### config.mk
export PLATFORM = sky130hd
export DESIGN_NAME = hv_ctrl_top
export DESIGN_NICKNAME = d
export VERILOG_FILES = /design/src/design/hv_ctrl_pkg.sv /design/src/design/hv_in_sync.sv /design/src/design/hv_fault_filter.sv /design/src/design/hv_ctrl_unit.sv /design/src/design/hv_ctrl_top.sv
export SDC_FILE = /design/constraint.sdc
export NUM_CORES = 1
export LEC_CHECK = 0
export ABC_CLOCK_PERIOD_IN_PS = 1800
export BUFFER_PORTS_ARGS = -buffer_cell sky130_fd_sc_hd__buf_2
export CAP_MARGIN = 20
export CORE_MARGIN = 2
export CORE_UTILIZATION = 49
export CTS_CLUSTER_DIAMETER = 120
export DETAILED_ROUTE_END_ITERATION = 6
export PLACE_DENSITY_LB_ADDON = 0.3
export SYNTH_ARGS = -nofsm -noshare
export SYNTH_HDL_FRONTEND = slang
export SYNTH_SLANG_ARGS = --single-unit
### constraint.sdc
create_clock -name i_clk -period 1.8 [get_ports i_clk]
set_input_delay 0.09 -clock i_clk [delete_from_list [all_inputs] [get_ports i_clk]]
set_output_delay 0.09 -clock i_clk [all_outputs]
set_load 0.005 [all_outputs]
### src/design/hv_ctrl_pkg.sv
//======================================================================
// hv_ctrl_pkg : shared types and constants for the HV side controller
// state encoding, fault vector, register flags and enable bundle
//======================================================================
`default_nettype none

package hv_ctrl_pkg;

    // controller state
    localparam int CTRL_FSM_ST_W = 4;

    typedef enum logic [CTRL_FSM_ST_W-1:0] {
        PWR_DWN_ST = 4'd0,
        WAIT_ST    = 4'd1,
        TEST_ST    = 4'd2,
        NML_ST     = 4'd3,
        FSISO_ST   = 4'd4,
        FAULT_ST   = 4'd5,
        CFG_ST     = 4'd6,
        RST_ST     = 4'd7,
        BIST_ST    = 4'd8
    } hv_ctrl_st_e;

    // HV fault sources, uv at msb down to scp at lsb
    localparam int HV_ERR_N      = 6;
    localparam int HV_ERR_OC_IDX = 2;   // oc does not block pwm

    // debounce filter
    localparam int FILT_LEN   = 4;
    localparam int FILT_CNT_W = 3;

    typedef struct packed {
        logic uv;
        logic ov;
        logic ot;
        logic oc;
        logic desat;
        logic scp;
    } hv_err_t;

    typedef struct packed {
        logic spi_err;
        logic scan_crc_err;
        logic owt_com_err;
        logic wdg_tmo_err;
        logic bist_fail;
    } reg_stat_t;

    typedef struct packed {
        logic nml_en;
        logic cfg_en;
        logic bist_en;
        logic rst_en;
        logic efuse_vld;    // fuse data valid in regs
        logic efuse_done;   // soft load done, test -> wait
    } reg_mode_t;

    typedef struct packed {
        logic pwm_en;
        logic wdg_scan_en;
        logic spi_en;
        logic owt_com_en;
        logic cfg_reg_en;
        logic test_reg_en;  // also drives analog test mode
        logic efuse_reg_en;
        logic bist_en;
        logic aout_wait;
        logic aout_bist;
    } ctrl_en_t;

endpackage

`default_nettype wire

### src/design/hv_in_sync.sv
//======================================================================
// hv_in_sync : two-stage synchroniser for raw HV faults and fsiso pin
//======================================================================
`timescale 1ns/1ps
`default_nettype none

module hv_in_sync
    import hv_ctrl_pkg::*;
(
    input  wire logic    i_clk,
    input  wire logic    i_rst_n,
    input  wire hv_err_t i_err_raw,     // async from analog front end
    input  wire logic    i_io_fsiso,
    output hv_err_t      o_err_sync,
    output logic         o_io_fsiso
);

    hv_err_t err_meta;      // first stage, may go metastable
    logic    fsiso_meta;

    always_ff @(posedge i_clk or negedge i_rst_n) begin
        if (!i_rst_n) begin
            err_meta   <= '0;
            fsiso_meta <= 1'b0;
            o_err_sync <= '0;
            o_io_fsiso <= 1'b0;
        end else begin
            err_meta   <= i_err_raw;
            fsiso_meta <= i_io_fsiso;
            o_err_sync <= err_meta;
            o_io_fsiso <= fsiso_meta;
        end
    end

endmodule

`default_nettype wire

### src/design/hv_fault_filter.sv
//======================================================================
// hv_fault_filter : debounce of one fault flag
// output follows the input only after FILT_LEN equal samples in a row
//======================================================================
`timescale 1ns/1ps
`default_nettype none

module hv_fault_filter
    import hv_ctrl_pkg::*;
(
    input  wire logic i_clk,
    input  wire logic i_rst_n,
    input  wire logic i_err,
    output logic      o_err_filt
);

    logic [FILT_CNT_W-1:0] cnt;
    logic [FILT_CNT_W-1:0] cnt_inc;
    logic                  diff;

    // input disagrees with the filtered level
    assign diff    = i_err ^ o_err_filt;
    assign cnt_inc = cnt + 1'b1;

    //==================================================================
    // run length counter
    //==================================================================
    always_ff @(posedge i_clk or negedge i_rst_n) begin
        if (!i_rst_n) begin
            cnt        <= '0;
            o_err_filt <= 1'b0;
        end else if (!diff) begin
            cnt <= '0;                          // glitch ended, start over
        end else if (cnt_inc == FILT_CNT_W'(FILT_LEN)) begin
            cnt        <= '0;
            o_err_filt <= ~o_err_filt;          // new level accepted
        end else begin
            cnt <= cnt_inc;
        end
    end

endmodule

`default_nettype wire

### src/design/hv_ctrl_unit.sv
//======================================================================
// hv_ctrl_unit : HV side controller FSM with registered enable decode,
// interrupt output and eFuse load handshake
//======================================================================
`timescale 1ns/1ps
`default_nettype none

module hv_ctrl_unit
    import hv_ctrl_pkg::*;
(
    input  wire logic      i_clk,
    input  wire logic      i_rst_n,
    input  wire logic      i_pwr_on,
    input  wire logic      i_io_test_mode,
    input  wire logic      i_io_fsiso,          // already synchronised
    input  wire logic      i_fsiso_en,
    input  wire hv_err_t   i_hv_err,            // filtered HV faults
    input  wire reg_stat_t i_reg_stat,
    input  wire reg_mode_t i_reg_mode,
    input  wire logic      i_efuse_load_done,
    input  wire logic      i_hv_bist_done,
    output ctrl_en_t       o_ctrl_en,
    output logic           o_intb_n,
    output logic           o_efuse_load_req,
    output hv_ctrl_st_e    o_hv_ctrl_cur_st
);

    hv_ctrl_st_e cur_st;
    hv_ctrl_st_e nxt_st;
    hv_err_t     hv_err_blk;        // faults that stop pwm
    logic        fsiso_act;
    logic        all_err;
    logic        pwm_blk_err;
    logic        cfg_int_err;
    logic        efuse_done_ff;
    ctrl_en_t    ctrl_en_nxt;
    logic        intb_n_nxt;

    //==================================================================
    // error grouping
    //==================================================================
    assign fsiso_act = i_io_fsiso & i_fsiso_en;

    always_comb begin
        hv_err_blk                = i_hv_err;
        hv_err_blk[HV_ERR_OC_IDX] = 1'b0;   // oc keeps pwm alive
    end

    assign all_err = (|i_hv_err) | i_reg_stat.spi_err | i_reg_stat.scan_crc_err
                   | i_reg_stat.owt_com_err | i_reg_stat.wdg_tmo_err;

    assign pwm_blk_err = (|hv_err_blk) | i_reg_stat.owt_com_err
                       | i_reg_stat.wdg_tmo_err;

    assign cfg_int_err = all_err | i_reg_stat.bist_fail;

    //==================================================================
    // eFuse handshake
    //==================================================================
    always_ff @(posedge i_clk or negedge i_rst_n) begin
        if (!i_rst_n) begin
            efuse_done_ff <= 1'b0;
        end else begin
            efuse_done_ff <= i_efuse_load_done;
        end
    end

    // level request, held until the fuse macro answers
    always_ff @(posedge i_clk or negedge i_rst_n) begin
        if (!i_rst_n) begin
            o_efuse_load_req <= 1'b0;
        end else if (i_efuse_load_done) begin
            o_efuse_load_req <= 1'b0;
        end else if (!i_io_test_mode && !i_reg_mode.efuse_vld && (cur_st == WAIT_ST)) begin
            o_efuse_load_req <= 1'b1;
        end
    end

    //==================================================================
    // state machine
    //==================================================================
    always_ff @(posedge i_clk or negedge i_rst_n) begin
        if (!i_rst_n) begin
            cur_st <= PWR_DWN_ST;
        end else begin
            cur_st <= nxt_st;
        end
    end

    always_comb begin
        nxt_st = cur_st;
        if (!i_pwr_on) begin
            nxt_st = PWR_DWN_ST;                // power loss wins everywhere
        end else if (fsiso_act && (cur_st != PWR_DWN_ST)) begin
            nxt_st = FSISO_ST;
        end else begin
            case (cur_st)
                PWR_DWN_ST: nxt_st = WAIT_ST;
                WAIT_ST: begin
                    if (i_io_test_mode || (efuse_done_ff && !i_reg_mode.efuse_vld)) begin
                        nxt_st = TEST_ST;       // fuse data bad or test pin
                    end else if (!(i_reg_stat.owt_com_err || i_reg_stat.wdg_tmo_err)
                                 && i_reg_mode.nml_en && i_reg_mode.efuse_vld) begin
                        nxt_st = NML_ST;
                    end
                end
                TEST_ST: begin
                    if (i_reg_mode.efuse_done && i_reg_mode.efuse_vld) begin
                        nxt_st = WAIT_ST;
                    end
                end
                NML_ST: begin
                    if (i_reg_mode.cfg_en) begin
                        nxt_st = CFG_ST;
                    end else if (all_err) begin
                        nxt_st = FAULT_ST;
                    end
                end
                FSISO_ST: nxt_st = WAIT_ST;     // pin released
                FAULT_ST: begin
                    if (i_reg_mode.cfg_en) begin
                        nxt_st = CFG_ST;
                    end else if (!all_err) begin
                        nxt_st = NML_ST;
                    end
                end
                CFG_ST: begin
                    if (i_reg_mode.rst_en) begin
                        nxt_st = RST_ST;
                    end else if (!pwm_blk_err && !i_reg_mode.cfg_en) begin
                        nxt_st = FAULT_ST;      // leave via fault, it rechecks errors
                    end else if (!pwm_blk_err && i_reg_mode.bist_en) begin
                        nxt_st = BIST_ST;
                    end else if (!all_err && !i_reg_mode.cfg_en) begin
                        nxt_st = NML_ST;
                    end
                end
                RST_ST: begin
                    if (!i_reg_mode.rst_en) begin
                        nxt_st = WAIT_ST;
                    end
                end
                BIST_ST: begin
                    if (i_reg_mode.cfg_en && !i_reg_mode.bist_en) begin
                        nxt_st = CFG_ST;
                    end
                end
                default: nxt_st = PWR_DWN_ST;
            endcase
        end
    end

    assign o_hv_ctrl_cur_st = cur_st;

    //==================================================================
    // enable and interrupt decode from next state
    //==================================================================
    always_comb begin
        ctrl_en_nxt              = '0;
        ctrl_en_nxt.pwm_en       = (nxt_st == NML_ST) || ((nxt_st == FAULT_ST) && !pwm_blk_err);
        ctrl_en_nxt.wdg_scan_en  = (nxt_st == NML_ST) || (nxt_st == FAULT_ST);
        ctrl_en_nxt.spi_en       = (nxt_st != PWR_DWN_ST);
        ctrl_en_nxt.owt_com_en   = (nxt_st != PWR_DWN_ST) && (nxt_st != WAIT_ST);
        ctrl_en_nxt.cfg_reg_en   = (nxt_st == CFG_ST);
        ctrl_en_nxt.test_reg_en  = (nxt_st == TEST_ST);
        ctrl_en_nxt.efuse_reg_en = (nxt_st == WAIT_ST) || (nxt_st == TEST_ST);
        ctrl_en_nxt.bist_en      = (nxt_st == BIST_ST);
        ctrl_en_nxt.aout_wait    = (nxt_st == WAIT_ST);
        ctrl_en_nxt.aout_bist    = (nxt_st == BIST_ST);
    end

    always_comb begin
        case (nxt_st)
            PWR_DWN_ST, WAIT_ST, FSISO_ST, FAULT_ST, RST_ST: intb_n_nxt = 1'b0;
            CFG_ST:  intb_n_nxt = !cfg_int_err;
            BIST_ST: intb_n_nxt = i_hv_bist_done;   // low while bist runs
            default: intb_n_nxt = 1'b1;
        endcase
    end

    always_ff @(posedge i_clk or negedge i_rst_n) begin
        if (!i_rst_n) begin
            o_ctrl_en <= '0;
            o_intb_n  <= 1'b0;              // reset behaves as power-down
        end else begin
            o_ctrl_en <= ctrl_en_nxt;
            o_intb_n  <= intb_n_nxt;
        end
    end

endmodule

`default_nettype wire

### src/design/hv_ctrl_top.sv
//======================================================================
// hv_ctrl_top : HV side control block
// input sync, per-fault debounce filters and controller FSM
//======================================================================
`timescale 1ns/1ps
`default_nettype none

module hv_ctrl_top
    import hv_ctrl_pkg::*;
(
    input  wire logic      i_clk,
    input  wire logic      i_rst_n,
    input  wire hv_err_t   i_hv_err_raw,    // async
    input  wire logic      i_io_fsiso,      // async fail-safe pin
    input  wire logic      i_fsiso_en,
    input  wire logic      i_io_test_mode,
    input  wire logic      i_pwr_on,
    input  wire reg_stat_t i_reg_stat,
    input  wire reg_mode_t i_reg_mode,
    input  wire logic      i_efuse_load_done,
    input  wire logic      i_hv_bist_done,
    output ctrl_en_t       o_ctrl_en,
    output logic           o_intb_n,
    output logic           o_efuse_load_req,
    output hv_ctrl_st_e    o_hv_ctrl_cur_st
);

    hv_err_t      err_sync;
    wire hv_err_t err_filt;     // one bit per filter instance
    logic         io_fsiso_sync;

    hv_in_sync u_in_sync (
        .i_clk      (i_clk),
        .i_rst_n    (i_rst_n),
        .i_err_raw  (i_hv_err_raw),
        .i_io_fsiso (i_io_fsiso),
        .o_err_sync (err_sync),
        .o_io_fsiso (io_fsiso_sync)
    );

    // filter bank
    for (genvar gi = 0; gi < HV_ERR_N; gi++) begin : g_filt
        hv_fault_filter u_filt (
            .i_clk      (i_clk),
            .i_rst_n    (i_rst_n),
            .i_err      (err_sync[gi]),
            .o_err_filt (err_filt[gi])
        );
    end

    hv_ctrl_unit u_ctrl (
        .i_clk             (i_clk),
        .i_rst_n           (i_rst_n),
        .i_pwr_on          (i_pwr_on),
        .i_io_test_mode    (i_io_test_mode),
        .i_io_fsiso        (io_fsiso_sync),
        .i_fsiso_en        (i_fsiso_en),
        .i_hv_err          (err_filt),
        .i_reg_stat        (i_reg_stat),
        .i_reg_mode        (i_reg_mode),
        .i_efuse_load_done (i_efuse_load_done),
        .i_hv_bist_done    (i_hv_bist_done),
        .o_ctrl_en         (o_ctrl_en),
        .o_intb_n          (o_intb_n),
        .o_efuse_load_req  (o_efuse_load_req),
        .o_hv_ctrl_cur_st  (o_hv_ctrl_cur_st)
    );

endmodule

`default_nettype wire

# [Word level (Yosys, flattened, before mapping)]
# Index checks and enable logic that the tools add are counted.
[totals] regBits=54 in_bits=25 out_inout_bits=16
[classes] add_sub_neg=6 eq_ne=23 mux=31 n_bitwise=20 n_reduce_logical=41
[op_table] operator="4-bit 2-to-1 mux" n=15
[op_table] operator="3-bit 2-to-1 mux" n=12
[op_table] operator="4-bit by 3-bit equality test with 1-bit output (second input constant)" n=8
[op_table] operator="4-bit case mux with 8 select lines" n=1
[op_table] operator="3-bit by 1-bit adder with 3-bit output (second input constant)" n=6
[op_table] operator="3-bit equality test (second input constant)" n=6
[op_table] operator="4-bit by 2-bit equality test with 1-bit output (second input constant)" n=4
[op_table] operator="1-bit logical AND" n=13
[op_table] operator="2-bit AND reduction" n=6
[op_table] operator="5-bit OR reduction" n=2
[op_table] operator="4-bit by 1-bit equality test with 1-bit output (second input constant)" n=2
[op_table] operator="4-bit equality test (second input constant)" n=2
[op_table] operator="1-bit zero test" n=8
[op_table] operator="4-bit zero test" n=2
[op_table] operator="4-bit nonzero test" n=2
[op_table] operator="1-bit bitwise OR" n=7
[op_table] operator="1-bit inverter" n=6
[op_table] operator="6-bit OR reduction" n=1
[op_table] operator="1-bit XOR" n=6
[op_table] operator="1-bit logical OR" n=5
[op_table] operator="4-bit by 1-bit inequality test with 1-bit output (second input constant)" n=1
[op_table] operator="1-bit case mux with 3 select lines" n=1
[op_table] operator="1-bit 2-to-1 mux" n=2
[op_table] operator="2-bit nonzero test" n=1
[op_table] operator="2 further kinds" n=2

# [Logic depth before layout (Yosys ltp)]
[logic_depth] ltp_word=17 mapped_depth=7

# [Hierarchy]
# Synthesis repeated with hierarchy kept, for this count alone.
[unflattened] cells_unflattened=191 hier_area_um2=2403.6
[modules_own_cells] mod="hv_fault_filter" n_inst=6 cells_each=13 area_per_inst_um2=182.7
[modules_own_cells] mod="hv_ctrl_unit" n_inst=1 cells_each=99 area_per_inst_um2=957.2
[modules_own_cells] mod="hv_in_sync" n_inst=1 cells_each=14 area_per_inst_um2=350.3

# [Worst setup path after synthesis]
# Ideal clock, no wire load.
[synth_path] kind="register -> register" startpoint="register g_filt[1].u_filt.o_err_filt" endpoint="register, netlist name u_ctrl.o_ctrl_en[6]" setup_time_ps=121 t_arrival_ps=1809 required_time_ps=1679 setup_slack_ps=-130 path_stages_with_launch=7 path_buffers=0 synth_period_minus_slack_ps=1930 cell_sequence="dfrtp_1 nor4_4 nand2_2 o31a_1 o31a_1 or2_4 nand2b_1"
[synth_lines] item="start, declared" line_no="hv_fault_filter.sv:14" text="output logic o_err_filt"
[synth_lines] item="start signal, assigned" line_no="hv_fault_filter.sv:36" text="o_err_filt <= ~o_err_filt;"

==> reports/results.tsv <==
stage	metric	value	unit
status	status	finished, violations left	
status	failing checks	setup timing	
sta	min cycle time layout	1.91	ns
sta	Worst-Margin Slew	0.417	ns
cells_and_area	proportion of layout cells with a drive suffix above 1	40.1	%
clock_network	H-tree depth	2	
clock_network	clock sinks	54	
die	I/O pins	41	
cells_and_area	fin cells	323	
power_and_ir_drop	P per Cell Area	1370	nW/um2
global_routing	first-pass GRT wire length	7560	um
flow_run	number of max-cap violations	0	
detailed_routing	drt drc	0	
cells_and_area	final net count	305	
sta	fin crit share	106	%
worst_setup_path	top cell family by delay on the critical path	simple AND/OR/NAND/NOR gates	
die	Die Width	73.0	um
power_and_ir_drop	Leak Pwr	1.54	nW
die	Die Y	73.0	um
cells_and_area	final core utilization	66.2	%
synth	Post-synth top cells	dfrtp_1 (54), nand2_1 (15), ha_1 (12), nor2b_1 (9), nor2_1 (8)	
placement	DP Area	2790	um2
sta	Max Fclk	0.522	GHz
sta	Hold Vio Cnt, Final	0	
cells_and_area	Post-Layout Inst Area	3080	um2
sta	Final Worst Setup Slack	-0.115	ns
placement	Place WS	-0.102	ns
clock_network	clock latency on the worst-skew pair	0.31	ns
global_routing	vias in the first global route	1672	
clock_network	Root Buffer	clkbuf_8	
worst_setup_path	Req. time, crit path	2.04	ns
placement	gpl congestion	0.814	
worst_setup_path	worst path bufs/invs	0	
sta	RSZ-0062 raised after global routing	true	
clock_network	Clock Tree Buf Depth	2	
worst_setup_path	kind of end point of the critical path	flip-flop	
synth	xor/xnor share of the synthesized area	5.25	%
worst_setup_path	Crit. Startpoint	g_filt[1].u_filt.o_err_filt	
placement	post-placement cell count	304	
detailed_routing	vias per cell	5.13	
worst_hold_path	hold_sp	i_hv_bist_done	
worst_setup_path	Worst EP arrival	2.15	ns
synth	syn nets	224	
sta	Clock Skews	0.00858	ns
synth	post-synthesis compound-gate area fraction	8.52	%
global_routing	antenna violations before repair	0	
detailed_routing	TritonRoute pass-1 iters	6	
worst_setup_path	crit path max fanout	3	
synth	Post-synth EDFFs	0	
synth	Post-synth top flop	dfrtp_1	
sta	Final Max Slew Viols	0	
clock_network	TritonCTS clock tree	done	
worst_hold_path	hold crit path type	in2reg	
clock_network	clock slew seen by the registers of the worst setup and hold paths	0.10	ns
detailed_routing	Starting DRT DRC Count	58	
worst_setup_path	critical path cell sequence	nor4_4 > nand2_2 > o31a_1 > or4b_4 > a21oi_1	
power_and_ir_drop	Power Total	4.21	mW
placement	hpwl dp	3480	um
synth	simple-gate portion of the synthesized area	17.4	%
synth	Synth top area share	57.8	%
synth	post-synthesis mux area share	2.89	%
detailed_routing	Routed Wire Length	4630	um
cells_and_area	antenna fix cells	0	
clock_network	TritonCTS Buffers	5	
sta	max_slew headroom	72.2	%
synth	Post-Synthesis Cell Area	2340	um2
detailed_routing	vias	1657	
global_routing	total grt overflow	0	
die	# rows	25	
cells_and_area	fillcell total	377	
die	starting density of the core	50.1	%
die	Die Area	5340	um2
global_routing	GRT Util Overall	19.0	%
synth	synth top area cells	dfrtp_1 (58%), ha_1 (6.4%), mux2_2 (2.9%)	
synth	cells after synthesis	187	
synth	synth warn	0	
synth	largest area contributor in the netlist	dfrtp_1	
placement	buffers added on ports	40	
synth	register area share after synthesis	57.8	%
detailed_routing	Final ANT Viol Nets	0	
worst_setup_path	CP max stage cell	or4b_4	
power_and_ir_drop	Max VDD drop	0.798	mV
worst_setup_path	origin of the critical flop-to-flop path	g_filt[1].u_filt.o_err_filt	
worst_setup_path	CP max stage delay	0.55	ns
synth	adder-cell share of the synthesized area	6.43	%
sta	count of final setup violators	9	
die	Core Area	4660	um2
synth	Unique masters post-synth	46	
synth	Post-synth ARST share	100	%
global_routing	pin count of the biggest net entering global routing	18	
cells_and_area	layout overhead on the synthesized area	32.0	%
synth	number of synthesized register bits	54	
worst_setup_path	CP Class	reg2reg	
worst_setup_path	Worst setup SP type	flip-flop	
synth	largest family of logic cells by synthesized area	simple AND/OR/NAND/NOR gates	
synth	Syn Area/Cell	12.5	um2
synth	count leader, synth	dfrtp_1	
detailed_routing	routed wire length per instance	14.3	um
## routing by layer
metal	track usage, %	routed length [um]
met1	24.1	2200
met2	32.3	2280
met3	4.14	112
met4	5.56	46
met5	0	0
## final cells by class
| cell class | instances | area (um2) | area share (%) |
|---|---|---|---|
| Clock buffer | 5 | 68.8 | 2.23 |
| Clock inverter | 3 | 43.8 | 1.42 |
| Inverter | 6 | 22.5 | 0.730 |
| Multi-Input combinational cell | 124 | 1030 | 33.3 |
| Sequential cell | 54 | 1360 | 43.9 |
| Tap cell | 54 | 67.6 | 2.19 |
| Timing Repair Buffer | 77 | 500 | 16.2 |
## through the flow
step,hold slack [ns],setup TNS (ns)
after floorplan,-0.206,-0.0885
after global placement,0.0460,-0.385
after detailed placement,0.0499,-0.750
after CTS,0.0380,-0.743
after global routing,0.0375,-1.39
final,0.0459,-0.676
## cells by family (layout without fill, tap and decap cells)
| family | after synthesis | count (layout) |
|---|---|---|
| adder cells (fa/ha/maj) | 12 | 12 |
| buffers and inverters | 9 | 91 |
| flip-flops | 54 | 54 |
| AO/OA/AOI/OAI | 27 | 27 |
| multiplexers | 6 | 6 |
| AND/OR/NAND/NOR | 65 | 65 |
| XOR/XNOR | 14 | 14 |
## power by group
part / total, mW / switching, mW / internal (mW) / leakage (nW)
combinational: 1.65 / 0.758 / 0.888 / 0.792
clock: 0.816 / 0.399 / 0.417 / 0.0585
sequential: 1.75 / 0.220 / 1.53 / 0.686
total: 4.21 / 1.38 / 2.84 / 1.54
## repair_timing
item,in CTS,in global routing
hold buffers,9,0
hold endpoints to repair,23,0
endpoints found under the setup margin,9,10
gates cloned,0,0
buffers inserted,0,2
pin swaps,0,9
resized for setup,1,16
## tightest hold or removal path: cells and delay by family
kind	cells	cell delay [ns]
compound gates	1	0.07
buf+inv	1	0.10
simple gates	1	0.06
## layout by cell type, fill, tap and decap left out, types with 5 or more instances in the layout
cell	synthesis	routed
a211oi_1	6	6
buf_2	1	40
buf_4	1	28
clkbuf_8	0	5
dfrtp_1	54	51
dlygate4sd3_1	0	9
ha_1	12	12
inv_1	6	5
mux2_2	6	6
nand2_1	15	15
nor2_1	8	8
nor2b_1	9	9
nor3b_1	6	6
xnor2_1	7	7
xor2_1	7	6
## worst paths after layout
| path | slack [ns] | endpoint | cells past startpoint |
|---|---|---|---|
| hold reg to reg | 0.36 | u_in_sync.o_io_fsiso | 0 |
| hold / removal | 0.05 | u_ctrl.o_intb_n | 3 |
| setup reg to reg | -0.11 | u_ctrl.o_ctrl_en[9] | 5 |
| max in group asynchronous | 0.99 | u_ctrl.o_hv_ctrl_cur_st[2] | 3 |
| min in group asynchronous | 0.23 | g_filt[5].u_filt.cnt[1] | 2 |
| setup / recovery | -0.11 | u_ctrl.o_ctrl_en[9] | 5 |
## registers in the layout, indices dropped and copies added (netlist names)
name	flops
u_ctrl.o_intb_n	1
u_ctrl.o_ctrl_en	9
g_filt.u_filt.o_err_filt	6
u_ctrl.o_efuse_load_req	1
u_in_sync.err_meta	6
u_in_sync.o_err_sync	6
u_in_sync.fsiso_meta	1
u_in_sync.o_io_fsiso	1
u_ctrl.o_hv_ctrl_cur_st	4
u_ctrl.efuse_done_ff	1
g_filt.u_filt.cnt	18
(Power assumes the default switching activity.)
